[src/hdl/pad_pkg.sv]
// Shared pad-port types; the port count is fixed at five and the top nibble of a pad word is unused

package pad_pkg;

	// ==============================
	// Widths with a meaning
	// ==============================

	// Host joystick word, active high
	// [3:0] right left down up, [7:4] I II select run, [11:8] III..VI
	typedef logic [11:0] pad_buttons_t;

	typedef logic [15:0] pad_word_t;     // Console pad word, active low
	typedef logic [3:0]  pad_nibble_t;   // Nibble read back by the console
	typedef logic [7:0]  mouse_delta_t;  // Accumulated mouse axis
	typedef logic [3:0]  pad_opts_t;     // Option register
	typedef logic [2:0]  tap_port_t;     // Multitap port counter

	// ==============================
	// Option register bits
	// ==============================

	localparam int OPT_SWAP       = 0;  // Exchange ports 0 and 1
	localparam int OPT_MULTITAP   = 1;
	localparam int OPT_SIX_BUTTON = 2;
	localparam int OPT_MOUSE      = 3;  // Mouse on port 0

	// ==============================
	// Multitap
	// ==============================

	localparam int NUM_PADS = 5;

	// Returned for ports 5 to 7 of the tap
	localparam pad_word_t PAD_IDLE_WORD = 16'h0FFF;

endpackage

[src/hdl/pad_cfg_regs.sv]
// Wishbone classic slave with one option register at address 0; only byte lane 0 writes it
`timescale 1ns/100ps

module pad_cfg_regs (
	input  logic                clk_sys,
	input  logic                rst_n,

	// Wishbone classic slave
	input  logic                wb_cyc,
	input  logic                wb_stb,
	input  logic                wb_we,
	input  logic [3:0]          wb_adr,
	input  logic [31:0]         wb_dat_w,
	input  logic [3:0]          wb_sel,
	output logic                wb_ack,
	output logic [31:0]         wb_dat_r,

	output pad_pkg::pad_opts_t  opts
);
	import pad_pkg::*;

	logic req;      // New request this cycle
	logic adr_hit;  // Option register selected

	// Ack is held off while high so a held strobe is not answered twice
	assign req     = wb_cyc & wb_stb & ~wb_ack;
	assign adr_hit = (wb_adr == 4'd0);

	// ==============================
	// Handshake and option register
	// ==============================

	always_ff @(posedge clk_sys or negedge rst_n) begin
		if (!rst_n) begin
			wb_ack <= 1'b0;
			opts   <= '0;
		end else begin
			wb_ack <= req;  // One cycle after the request

			if (req && wb_we && adr_hit && wb_sel[0]) begin
				opts <= wb_dat_w[$bits(pad_opts_t)-1:0];
			end
		end
	end

	// ==============================
	// Readback
	// ==============================

	// Data is valid with ack
	always_ff @(posedge clk_sys) begin
		if (req && !wb_we) begin
			if (adr_hit) begin
				wb_dat_r <= 32'(opts);  // Zero-extended
			end else begin
				wb_dat_r <= '0;  // Unmapped
			end
		end
	end

endmodule

[src/hdl/pad_mapper.sv]
// Combinational host-to-console mapping; mouse mode replaces port 0 only, after the swap
`timescale 1ns/100ps

module pad_mapper (
	input  pad_pkg::pad_opts_t                         opts,

	// Host joystick words, active high
	input  pad_pkg::pad_buttons_t                      joy_0,
	input  pad_pkg::pad_buttons_t                      joy_1,
	input  pad_pkg::pad_buttons_t                      joy_2,
	input  pad_pkg::pad_buttons_t                      joy_3,
	input  pad_pkg::pad_buttons_t                      joy_4,

	// Mouse side
	input  logic [1:0]                                 mouse_btn,
	input  pad_pkg::pad_nibble_t                       mouse_nibble,

	// One active-low word per multitap port
	output pad_pkg::pad_word_t [pad_pkg::NUM_PADS-1:0] pad_words
);
	import pad_pkg::*;

	pad_buttons_t host [NUM_PADS];  // Host words after swap
	logic [7:0]   mouse_byte;

	// Console layout, high to low:
	// unused nibble, III..VI, left down right up, run select II I
	function automatic pad_word_t to_pad_word(input pad_buttons_t b);
		pad_word_t w;
		w = ~{4'hF, b[11:8], b[1], b[2], b[0], b[3], b[7:4]};
		return w;
	endfunction

	// ==============================
	// Port swap
	// ==============================

	always_comb begin
		if (opts[OPT_SWAP]) begin
			host[0] = joy_1;
			host[1] = joy_0;
		end else begin
			host[0] = joy_0;
			host[1] = joy_1;
		end
		host[2] = joy_2;
		host[3] = joy_3;
		host[4] = joy_4;
	end

	// ==============================
	// Mouse byte
	// ==============================

	// High nibble is the sequenced motion nibble
	// Low nibble carries run and select of port 0 plus both mouse buttons
	assign mouse_byte = {mouse_nibble, ~{host[0][7:6], mouse_btn[0], mouse_btn[1]}};

	// ==============================
	// Pad words
	// ==============================

	always_comb begin
		for (int i = 0; i < NUM_PADS; i++) begin
			pad_words[i] = to_pad_word(host[i]);
		end

		// Same byte in both halves, so select picks nothing extra
		if (opts[OPT_MOUSE]) begin
			pad_words[0] = {mouse_byte, mouse_byte};
		end
	end

endmodule

[src/hdl/mouse_tracker.sv]
// Mouse nibble sequencer on port 0; watches clear only, pending motion is dropped while disabled
`timescale 1ns/100ps

module mouse_tracker #(
	parameter int MOUSE_TIMEOUT_BITS = 15  // Inactivity counter width
) (
	input  logic                  clk_sys,
	input  logic                  rst_n,
	input  logic                  mouse_en,
	input  logic [1:0]            port_ctl,      // Bit 0 select, bit 1 clear
	input  pad_pkg::mouse_delta_t mouse_x,
	input  pad_pkg::mouse_delta_t mouse_y,
	input  logic                  mouse_strobe,  // One-cycle host update
	output pad_pkg::pad_nibble_t  mouse_nibble
);
	import pad_pkg::*;

	logic                          clr_d;    // Clear delayed by one cycle
	logic                          clr_rise;
	logic [MOUSE_TIMEOUT_BITS-1:0] idle_cnt; // Cycles with clear low
	logic [1:0]                    seq_cnt;  // Nibble sequence
	mouse_delta_t                  pend_x;
	mouse_delta_t                  pend_y;
	mouse_delta_t                  pub_x;    // Values being read out
	mouse_delta_t                  pub_y;

	assign clr_rise = port_ctl[1] & ~clr_d;

	// ==============================
	// Sequence and timeout
	// ==============================

	always_ff @(posedge clk_sys or negedge rst_n) begin
		if (!rst_n) begin
			clr_d    <= 1'b0;
			idle_cnt <= '0;
			seq_cnt  <= 2'd3;
			pend_x   <= '0;
			pend_y   <= '0;
			pub_x    <= '0;
			pub_y    <= '0;
		end else begin
			clr_d <= port_ctl[1];

			if (port_ctl[1]) begin
				idle_cnt <= '0;
			end else if (~&idle_cnt) begin
				idle_cnt <= idle_cnt + 1'b1;  // Saturates
			end

			// Host stopped polling so restart at x high
			if (&idle_cnt) begin
				seq_cnt <= 2'd3;
			end

			if (clr_rise) begin
				seq_cnt <= seq_cnt + 2'd1;
				if (&seq_cnt) begin  // Start of a new packet
					pub_x  <= pend_x;
					pub_y  <= pend_y;
					pend_x <= '0;
					pend_y <= '0;
				end
			end

			// Later assignments win over the publish clear
			if (!mouse_en) begin
				pend_x <= '0;
				pend_y <= '0;
			end else if (mouse_strobe) begin
				pend_x <= 8'd0 - mouse_x;  // Console x axis is reversed
				pend_y <= mouse_y;
			end
		end
	end

	// ==============================
	// Outgoing nibble
	// ==============================

	always_comb begin
		case (seq_cnt)
			2'd0: mouse_nibble = pub_x[7:4];
			2'd1: mouse_nibble = pub_x[3:0];
			2'd2: mouse_nibble = pub_y[7:4];
			default: mouse_nibble = pub_y[3:0];
		endcase
	end

endmodule

[src/hdl/tap_scanner.sv]
// Port scanner and output latch; the tap counter wraps at 8 and ports past 4 read as idle
`timescale 1ns/100ps

module tap_scanner (
	input  logic                                       clk_sys,
	input  logic                                       rst_n,
	input  logic                                       multitap_en,
	input  logic                                       six_button_en,
	input  logic [1:0]                                 port_ctl,  // Bit 0 select, bit 1 clear
	input  pad_pkg::pad_word_t [pad_pkg::NUM_PADS-1:0] pad_words,
	output pad_pkg::pad_nibble_t                       port_data
);
	import pad_pkg::*;

	logic [1:0]  ctl_d;     // Port lines, one cycle late
	logic        sel_rise;
	logic        clr_rise;
	tap_port_t   tap_port;  // Current multitap port
	logic        bank;      // Six-button upper bank
	pad_word_t   cur_word;
	logic [3:0]  nib_base;  // Bit offset of the selected nibble
	pad_nibble_t nibble;

	assign sel_rise = port_ctl[0] & ~ctl_d[0];
	assign clr_rise = port_ctl[1] & ~ctl_d[1];

	// ==============================
	// Nibble selection
	// ==============================

	always_comb begin
		if (tap_port < tap_port_t'(NUM_PADS)) begin
			cur_word = pad_words[tap_port];
		end else begin
			cur_word = PAD_IDLE_WORD;  // Empty tap slot
		end
	end

	// Nibble number is 2*bank + select
	assign nib_base = {bank, port_ctl[0], 2'b00};
	assign nibble   = cur_word[nib_base +: 4];

	// ==============================
	// Port counter and bank
	// ==============================

	always_ff @(posedge clk_sys or negedge rst_n) begin
		if (!rst_n) begin
			ctl_d    <= 2'b00;
			tap_port <= '0;
			bank     <= 1'b0;
		end else begin
			ctl_d <= port_ctl;

			if (port_ctl[1]) begin
				tap_port <= '0;  // Clear restarts the scan
			end else if (sel_rise && multitap_en) begin
				tap_port <= tap_port + 3'd1;
			end

			if (!six_button_en) begin
				bank <= 1'b0;
			end else if (clr_rise) begin
				bank <= ~bank;  // Alternate on every clear pulse
			end
		end
	end

	// ==============================
	// Output latch
	// ==============================

	always_ff @(posedge clk_sys or negedge rst_n) begin
		if (!rst_n) begin
			port_data <= '0;
		end else if (port_ctl[1]) begin
			port_data <= '0;  // All lines low during clear
		end else begin
			port_data <= nibble;
		end
	end

endmodule

[src/hdl/pad_port_top.sv]
// Standalone pad port; options come only from the Wishbone register and reset to all off
`timescale 1ns/100ps

module pad_port_top #(
	parameter int MOUSE_TIMEOUT_BITS = 15  // Mouse inactivity counter width
) (
	input  logic                  clk_sys,
	input  logic                  rst_n,

	// Wishbone classic slave
	input  logic                  wb_cyc,
	input  logic                  wb_stb,
	input  logic                  wb_we,
	input  logic [3:0]            wb_adr,
	input  logic [31:0]           wb_dat_w,
	input  logic [3:0]            wb_sel,
	output logic                  wb_ack,
	output logic [31:0]           wb_dat_r,

	// Host inputs
	input  pad_pkg::pad_buttons_t joy_0,
	input  pad_pkg::pad_buttons_t joy_1,
	input  pad_pkg::pad_buttons_t joy_2,
	input  pad_pkg::pad_buttons_t joy_3,
	input  pad_pkg::pad_buttons_t joy_4,
	input  pad_pkg::mouse_delta_t mouse_x,
	input  pad_pkg::mouse_delta_t mouse_y,
	input  logic [1:0]            mouse_btn,
	input  logic                  mouse_strobe,

	// Console port
	input  logic [1:0]            port_ctl,
	output pad_pkg::pad_nibble_t  port_data
);
	import pad_pkg::*;

	pad_opts_t                  opts;
	pad_nibble_t                mouse_nibble;
	pad_word_t [NUM_PADS-1:0]   pad_words;

	pad_cfg_regs u_cfg (
		.clk_sys  (clk_sys),
		.rst_n    (rst_n),
		.wb_cyc   (wb_cyc),
		.wb_stb   (wb_stb),
		.wb_we    (wb_we),
		.wb_adr   (wb_adr),
		.wb_dat_w (wb_dat_w),
		.wb_sel   (wb_sel),
		.wb_ack   (wb_ack),
		.wb_dat_r (wb_dat_r),
		.opts     (opts)
	);

	pad_mapper u_mapper (
		.opts         (opts),
		.joy_0        (joy_0),
		.joy_1        (joy_1),
		.joy_2        (joy_2),
		.joy_3        (joy_3),
		.joy_4        (joy_4),
		.mouse_btn    (mouse_btn),
		.mouse_nibble (mouse_nibble),
		.pad_words    (pad_words)
	);

	mouse_tracker #(
		.MOUSE_TIMEOUT_BITS (MOUSE_TIMEOUT_BITS)
	) u_mouse (
		.clk_sys      (clk_sys),
		.rst_n        (rst_n),
		.mouse_en     (opts[OPT_MOUSE]),
		.port_ctl     (port_ctl),
		.mouse_x      (mouse_x),
		.mouse_y      (mouse_y),
		.mouse_strobe (mouse_strobe),
		.mouse_nibble (mouse_nibble)
	);

	tap_scanner u_scanner (
		.clk_sys       (clk_sys),
		.rst_n         (rst_n),
		.multitap_en   (opts[OPT_MULTITAP]),
		.six_button_en (opts[OPT_SIX_BUTTON]),
		.port_ctl      (port_ctl),
		.pad_words     (pad_words),
		.port_data     (port_data)
	);

endmodule

[config.mk]
export PLATFORM = sky130hd
export DESIGN_NAME = pad_port_top
export DESIGN_NICKNAME = d
export VERILOG_FILES = /design/src/hdl/pad_pkg.sv /design/src/hdl/pad_cfg_regs.sv /design/src/hdl/pad_mapper.sv /design/src/hdl/mouse_tracker.sv /design/src/hdl/tap_scanner.sv /design/src/hdl/pad_port_top.sv
export SDC_FILE = /design/constraint.sdc
export NUM_CORES = 1
export LEC_CHECK = 0
export ABC_CLOCK_PERIOD_IN_PS = 2160
export BUFFER_PORTS_ARGS = -buffer_cell sky130_fd_sc_hd__buf_2
export CORE_MARGIN = 4
export CORE_UTILIZATION = 35
export CTS_CLUSTER_SIZE = 20
export DETAILED_ROUTE_END_ITERATION = 12
export PLACE_DENSITY = 0.7
export SYNTH_ARGS = -nofsm -noshare
export SYNTH_HDL_FRONTEND = slang
export SYNTH_SLANG_ARGS = --single-unit
[constraint.sdc]
create_clock -name clk_sys -period 2.16 [get_ports clk_sys]
set_clock_uncertainty 0.05 [all_clocks]
set_input_delay 0.432 -clock clk_sys [delete_from_list [all_inputs] [get_ports clk_sys]]
set_output_delay 0.432 -clock clk_sys [all_outputs]
set_load 0.02 [all_outputs]
==> impl_summary.md <==
Status
The run finished with clean final reports.

Worst setup path
Of all nets on the critical path, the largest fanout is 4. The arrival time of data at the critical path endpoint is 2200 ps. The cell with the biggest individual delay on the critical path is sky130_fd_sc_hd__dfstp_2. Traced cell by cell, the critical path runs through inv_2 > ha_4 > buf_6 > a222oi_1 > nor2b_4 > o31ai_4 > o311ai_1 > a22oi_1. The critical path crosses 8 cells after its start point.

Counting both buffers and inverters, the worst setup path holds a total of 2. The type of element launching the critical path is a register. STA puts the critical path data required time at 2300 ps. Tracing the worst setup path back leads to its startpoint at u_mouse.seq_cnt[1]. In this design, the stage delay of the slowest critical-path cell is 570 ps.

The start of the worst register-to-register path is u_mouse.seq_cnt[1]. The critical path ends at u_scanner.port_data[2]. The cell class contributing the biggest share of worst-path delay is compound AO/OA/AOI/OAI gates.

The destination of the worst register-to-register timing path is u_scanner.port_data[2]. The number of cells on the worst reg-to-reg path is 8. STA classifies the critical path endpoint as a register. The critical path is of the register to register type. Across all register-to-register paths, the minimum setup slack is 90 ps.

Place
OpenSTA, run right after detailed placement, puts the worst setup slack at 68.15 ps. Detailed placement finished with a half-perimeter wire length of 7.778 mm. Including well taps, the total number of placed cells is 640. At the end of routability-driven placement, the weighted congestion stood at 0.8085.

In this run the tool buffered the top-level ports with 103 buffer cells.

STA
In the post-route analysis, the smallest setup slack over all paths is 93.68 ps. The final count of pins violating max slew is 0. The slew at the pin closest to its max-slew limit is roughly 600 ps. The final number of hold-violating endpoints is 0. The sum of negative setup slack is 0 ps.

The worst pin sits at a relative slew slack of 0.5992. The post-route minimum period is 2066 ps. Dividing the final minimum period by the clock period gives 0.9566. For this run, the top clock speed supported by timing is 484.0 MHz. The total of endpoints with negative setup slack in the final report is 0.

Yosys
The area fraction in compound gates after synthesis was 0.1828. The top flip-flop cell by instance count after synthesis is sky130_fd_sc_hd__dfrtp_1. Of the total synthesized cell area, the portion taken by XOR and XNOR cells is 0.03407. Counting distinct cell types in the post-synthesis netlist gives 64. The synthesis warning total is 0. The synthesized area divided by synthesized cell count is 10.36 µm². The proportion of register bits with asynchronous set or reset after synthesis is 0.9412. By area, the combinational part of the netlist is dominated by compound AO/OA/AOI/OAI gates.

Summing every instance area after synthesis gives about 0.0041 mm². The count of state elements after synthesis is 68. Counting flops with a built-in enable in the synthesized netlist gives 4. The simple-gate share of the synthesized area is 0.1223.

Synthesis produced a netlist whose cell count is 397. After synthesis, the share of cell area in mux cells is 0.1323. For this run, the register share of the synthesized area comes to 0.4192. Of the total synthesized cell area, the portion taken by full adders, half adders and majority gates is 0.02434.

CTS
TritonCTS built the clock tree. The tree is rooted in a sky130_fd_sc_hd__clkbuf_16. The number of buffers added by the clock tree synthesis step is 9. The clock insertion delay at the later pin of the skew report is 330 ps.

The clock-pin slew on the worst setup and hold paths is 50 ps. The clock tree synthesis step divided the H-tree into 3 levels. The clock drives 68 sinks. The clock passes through at most 2 buffers.

Global routing
Entering global routing, the biggest net connects 35 pins. The global-route wire length before repair is 15.81 mm. The number of antenna violations at the first check in global routing was 0.

Summed over all layers, the global routing overflow is 0. The number of global-route vias before repair was 3,259. The global routing usage summed across all routing layers is 0.1484.

Route
The vias per cell is 5.083. The residual antenna-violating net count after detailed routing is 0. After detailed routing, the number of remaining DRC violations is 0. The detailed-routing iteration count for the pre-antenna-repair pass is 4. The total wire length is approximately 10 mm. The routed layout has 3,350 vias. The number of DRC markers in iteration 0 is 189. The average detailed-routed wire length per instance is approximately 15 µm.

Layout
The number of antenna diodes in the final layout is 0. In the final design database the tool counted 645 nets. In the layout the commonest cells are sky130_fd_sc_hd__buf_2 (103), sky130_fd_sc_hd__dfrtp_1 (62), sky130_fd_sc_hd__mux2_2 (31), sky130_fd_sc_hd__conb_1 (28), sky130_fd_sc_hd__nor2_1 (25). Compared with the post-synthesis result, the final layout area differs by 24.86%. In the final layout, flip-flops and latches occupy 0.001724 mm². Once layout is complete, the cells apart from fillers number 659. The library cell used most frequently in the layout, excluding fill and tap cells, is sky130_fd_sc_hd__buf_2. Of the cells placed in the final design, the portion with a size suffix greater than 1 is 0.3682. The number of fillers in the final layout is around 1,100. The area used by multi-input combinational logic is 0.002197 mm².

Die
The die is 116.4 µm tall. The die span in x is 116.4 µm. The initial cell density of the core is 0.3586. The initialized floorplan defines 39 standard-cell rows.

The floorplan die area is 0.01355 mm². In this run the count of I/O pins placed on the die edge is ~160. The core area is 0.01147 mm².

Power and ir drop
For this design the static power due to leakage is 2.332 nW. For this design the ratio of total power to cell area is 799.3 mW/mm². IR analysis of the VDD net gives a maximum drop of 0.0004701 V.

Min path
The path class of the tightest hold or removal check is input pin to asynchronous set/reset pin.

Job
Max-cap violations in this run came to 0.
cells in the mapped netlist (3+ instances only):
cell / number / area share
sky130_fd_sc_hd__nand3_1: 6 / 0.0073
sky130_fd_sc_hd__buf_4: 29 / 0.053
sky130_fd_sc_hd__o22ai_1: 6 / 0.0091
sky130_fd_sc_hd__and2_1: 7 / 0.011
sky130_fd_sc_hd__xnor2_1: 10 / 0.021
sky130_fd_sc_hd__nand2b_1: 6 / 0.0091
sky130_fd_sc_hd__nand3b_1: 3 / 0.0055
sky130_fd_sc_hd__or3_1: 3 / 0.0046
sky130_fd_sc_hd__ha_1: 8 / 0.024
sky130_fd_sc_hd__a211oi_1: 6 / 0.011
sky130_fd_sc_hd__o21ai_0: 10 / 0.012
sky130_fd_sc_hd__a21oi_1: 8 / 0.0097
sky130_fd_sc_hd__nor2b_1: 9 / 0.014
sky130_fd_sc_hd__nor4_1: 4 / 0.0061
sky130_fd_sc_hd__clkbuf_1: 10 / 0.0091
sky130_fd_sc_hd__nand2_1: 17 / 0.016
sky130_fd_sc_hd__a32o_1: 4 / 0.0097
sky130_fd_sc_hd__xor2_1: 6 / 0.013
sky130_fd_sc_hd__inv_1: 9 / 0.0082
sky130_fd_sc_hd__nor2_1: 25 / 0.023
sky130_fd_sc_hd__dfrtp_1: 62 / 0.38
sky130_fd_sc_hd__o211ai_1: 5 / 0.0091
sky130_fd_sc_hd__edfxtp_1: 4 / 0.029
sky130_fd_sc_hd__mux2i_1: 15 / 0.037
sky130_fd_sc_hd__a221oi_1: 4 / 0.0085
sky130_fd_sc_hd__o221ai_1: 3 / 0.0064
sky130_fd_sc_hd__a21boi_0: 8 / 0.015
sky130_fd_sc_hd__nor3_1: 8 / 0.0097
sky130_fd_sc_hd__mux2_2: 31 / 0.085
sky130_fd_sc_hd__buf_2: 9 / 0.011
sky130_fd_sc_hd__a22o_1: 17 / 0.036
state kept, by name, indices dropped and copies added (netlist names), 2 cells and up:
name / flops
u_cfg.opts: 4
u_cfg.wb_dat_r: 4
u_mouse.idle_cnt: 15
u_mouse.pend_x: 8
u_mouse.pend_y: 8
u_mouse.pub_x: 8
u_mouse.pub_y: 8
u_mouse.seq_cnt: 2
u_scanner.port_data: 4
u_scanner.tap_port: 3
through the flow:
stage | hold WS [ps] | power, W | util | instance area [µm²]
3_3_place_gp | 431.9 | 0.002552 | 0.4154 | 4763
3_5_place_dp | 441.5 | 0.002585 | 0.4154 | 4763
6_report | 76.89 | 0.004105 | 0.4478 | 5135
2_1_floorplan | 86.41 | 0.002282 | - | 4214
4_1_cts | 84.94 | 0.004029 | 0.4409 | 5056
5_1_grt | 110.5 | 0.004338 | 0.4478 | 5135
worst min path at each step:
stage,cells past startpoint,from,slack [ps],end
4_1_cts,2,rst_n,80,u_mouse.pub_y[3]
5_1_grt,2,rst_n,110,u_mouse.pub_y[3]
3_5_place_dp,2,rst_n,440,u_mouse.pend_x[2]
2_1_floorplan,0,rst_n,90,u_cfg.opts[0]
6_report,2,rst_n,80,u_mouse.pend_x[2]
3_3_place_gp,2,u_mouse.idle_cnt[14],430,u_mouse.idle_cnt[14]
report_power, final:
group	switching [W]	internal (W)	total [W]
logic	0.000507	0.000523	0.00103
clock network	0.000534	0.000886	0.00142
registers	0.000141	0.00151	0.00165
total	0.00118	0.00292	0.00410
cells by family (layout without fill, tap and decap cells):
group                      Yosys count  in the layout
AOI/OAI and AO/OA                   98             98
and+or+nand+nor                     98             98
DFF                                 68             68
buffers and inverters               60            152
muxes                               48             48
xor gates and xnor gates            16             16
adders and majority gates            8              8
other                                1             28
cell type report:
cell class	count	area share
multi-input combinational	296	0.4279
sequential	68	0.3358
timing repair buffer	126	0.1372
clock buffer	9	0.04386
tap	143	0.03484
clock inverter	7	0.01316
inverter	10	0.007310
routing by layer:
metal  vias to the layer above  global-route usage  routed length (µm)  part of all wire
met5                         -                   0                   0                 0
met4                         0             0.05027                 160             0.016
met1                      1569              0.1862                4392              0.43
met2                       121              0.2517                4746              0.47
met3                        15             0.03472                 813             0.080
li1                       1645                   -                   -                 -
timing repair:
item                                    CTS  global route
hold buffers                              0             0
hold endpoints to repair                  0             0
endpoints found under the setup margin    0             4
resized for setup                         0            12
setup buffers                             0             3
Power figures use the tool's default switching activity.
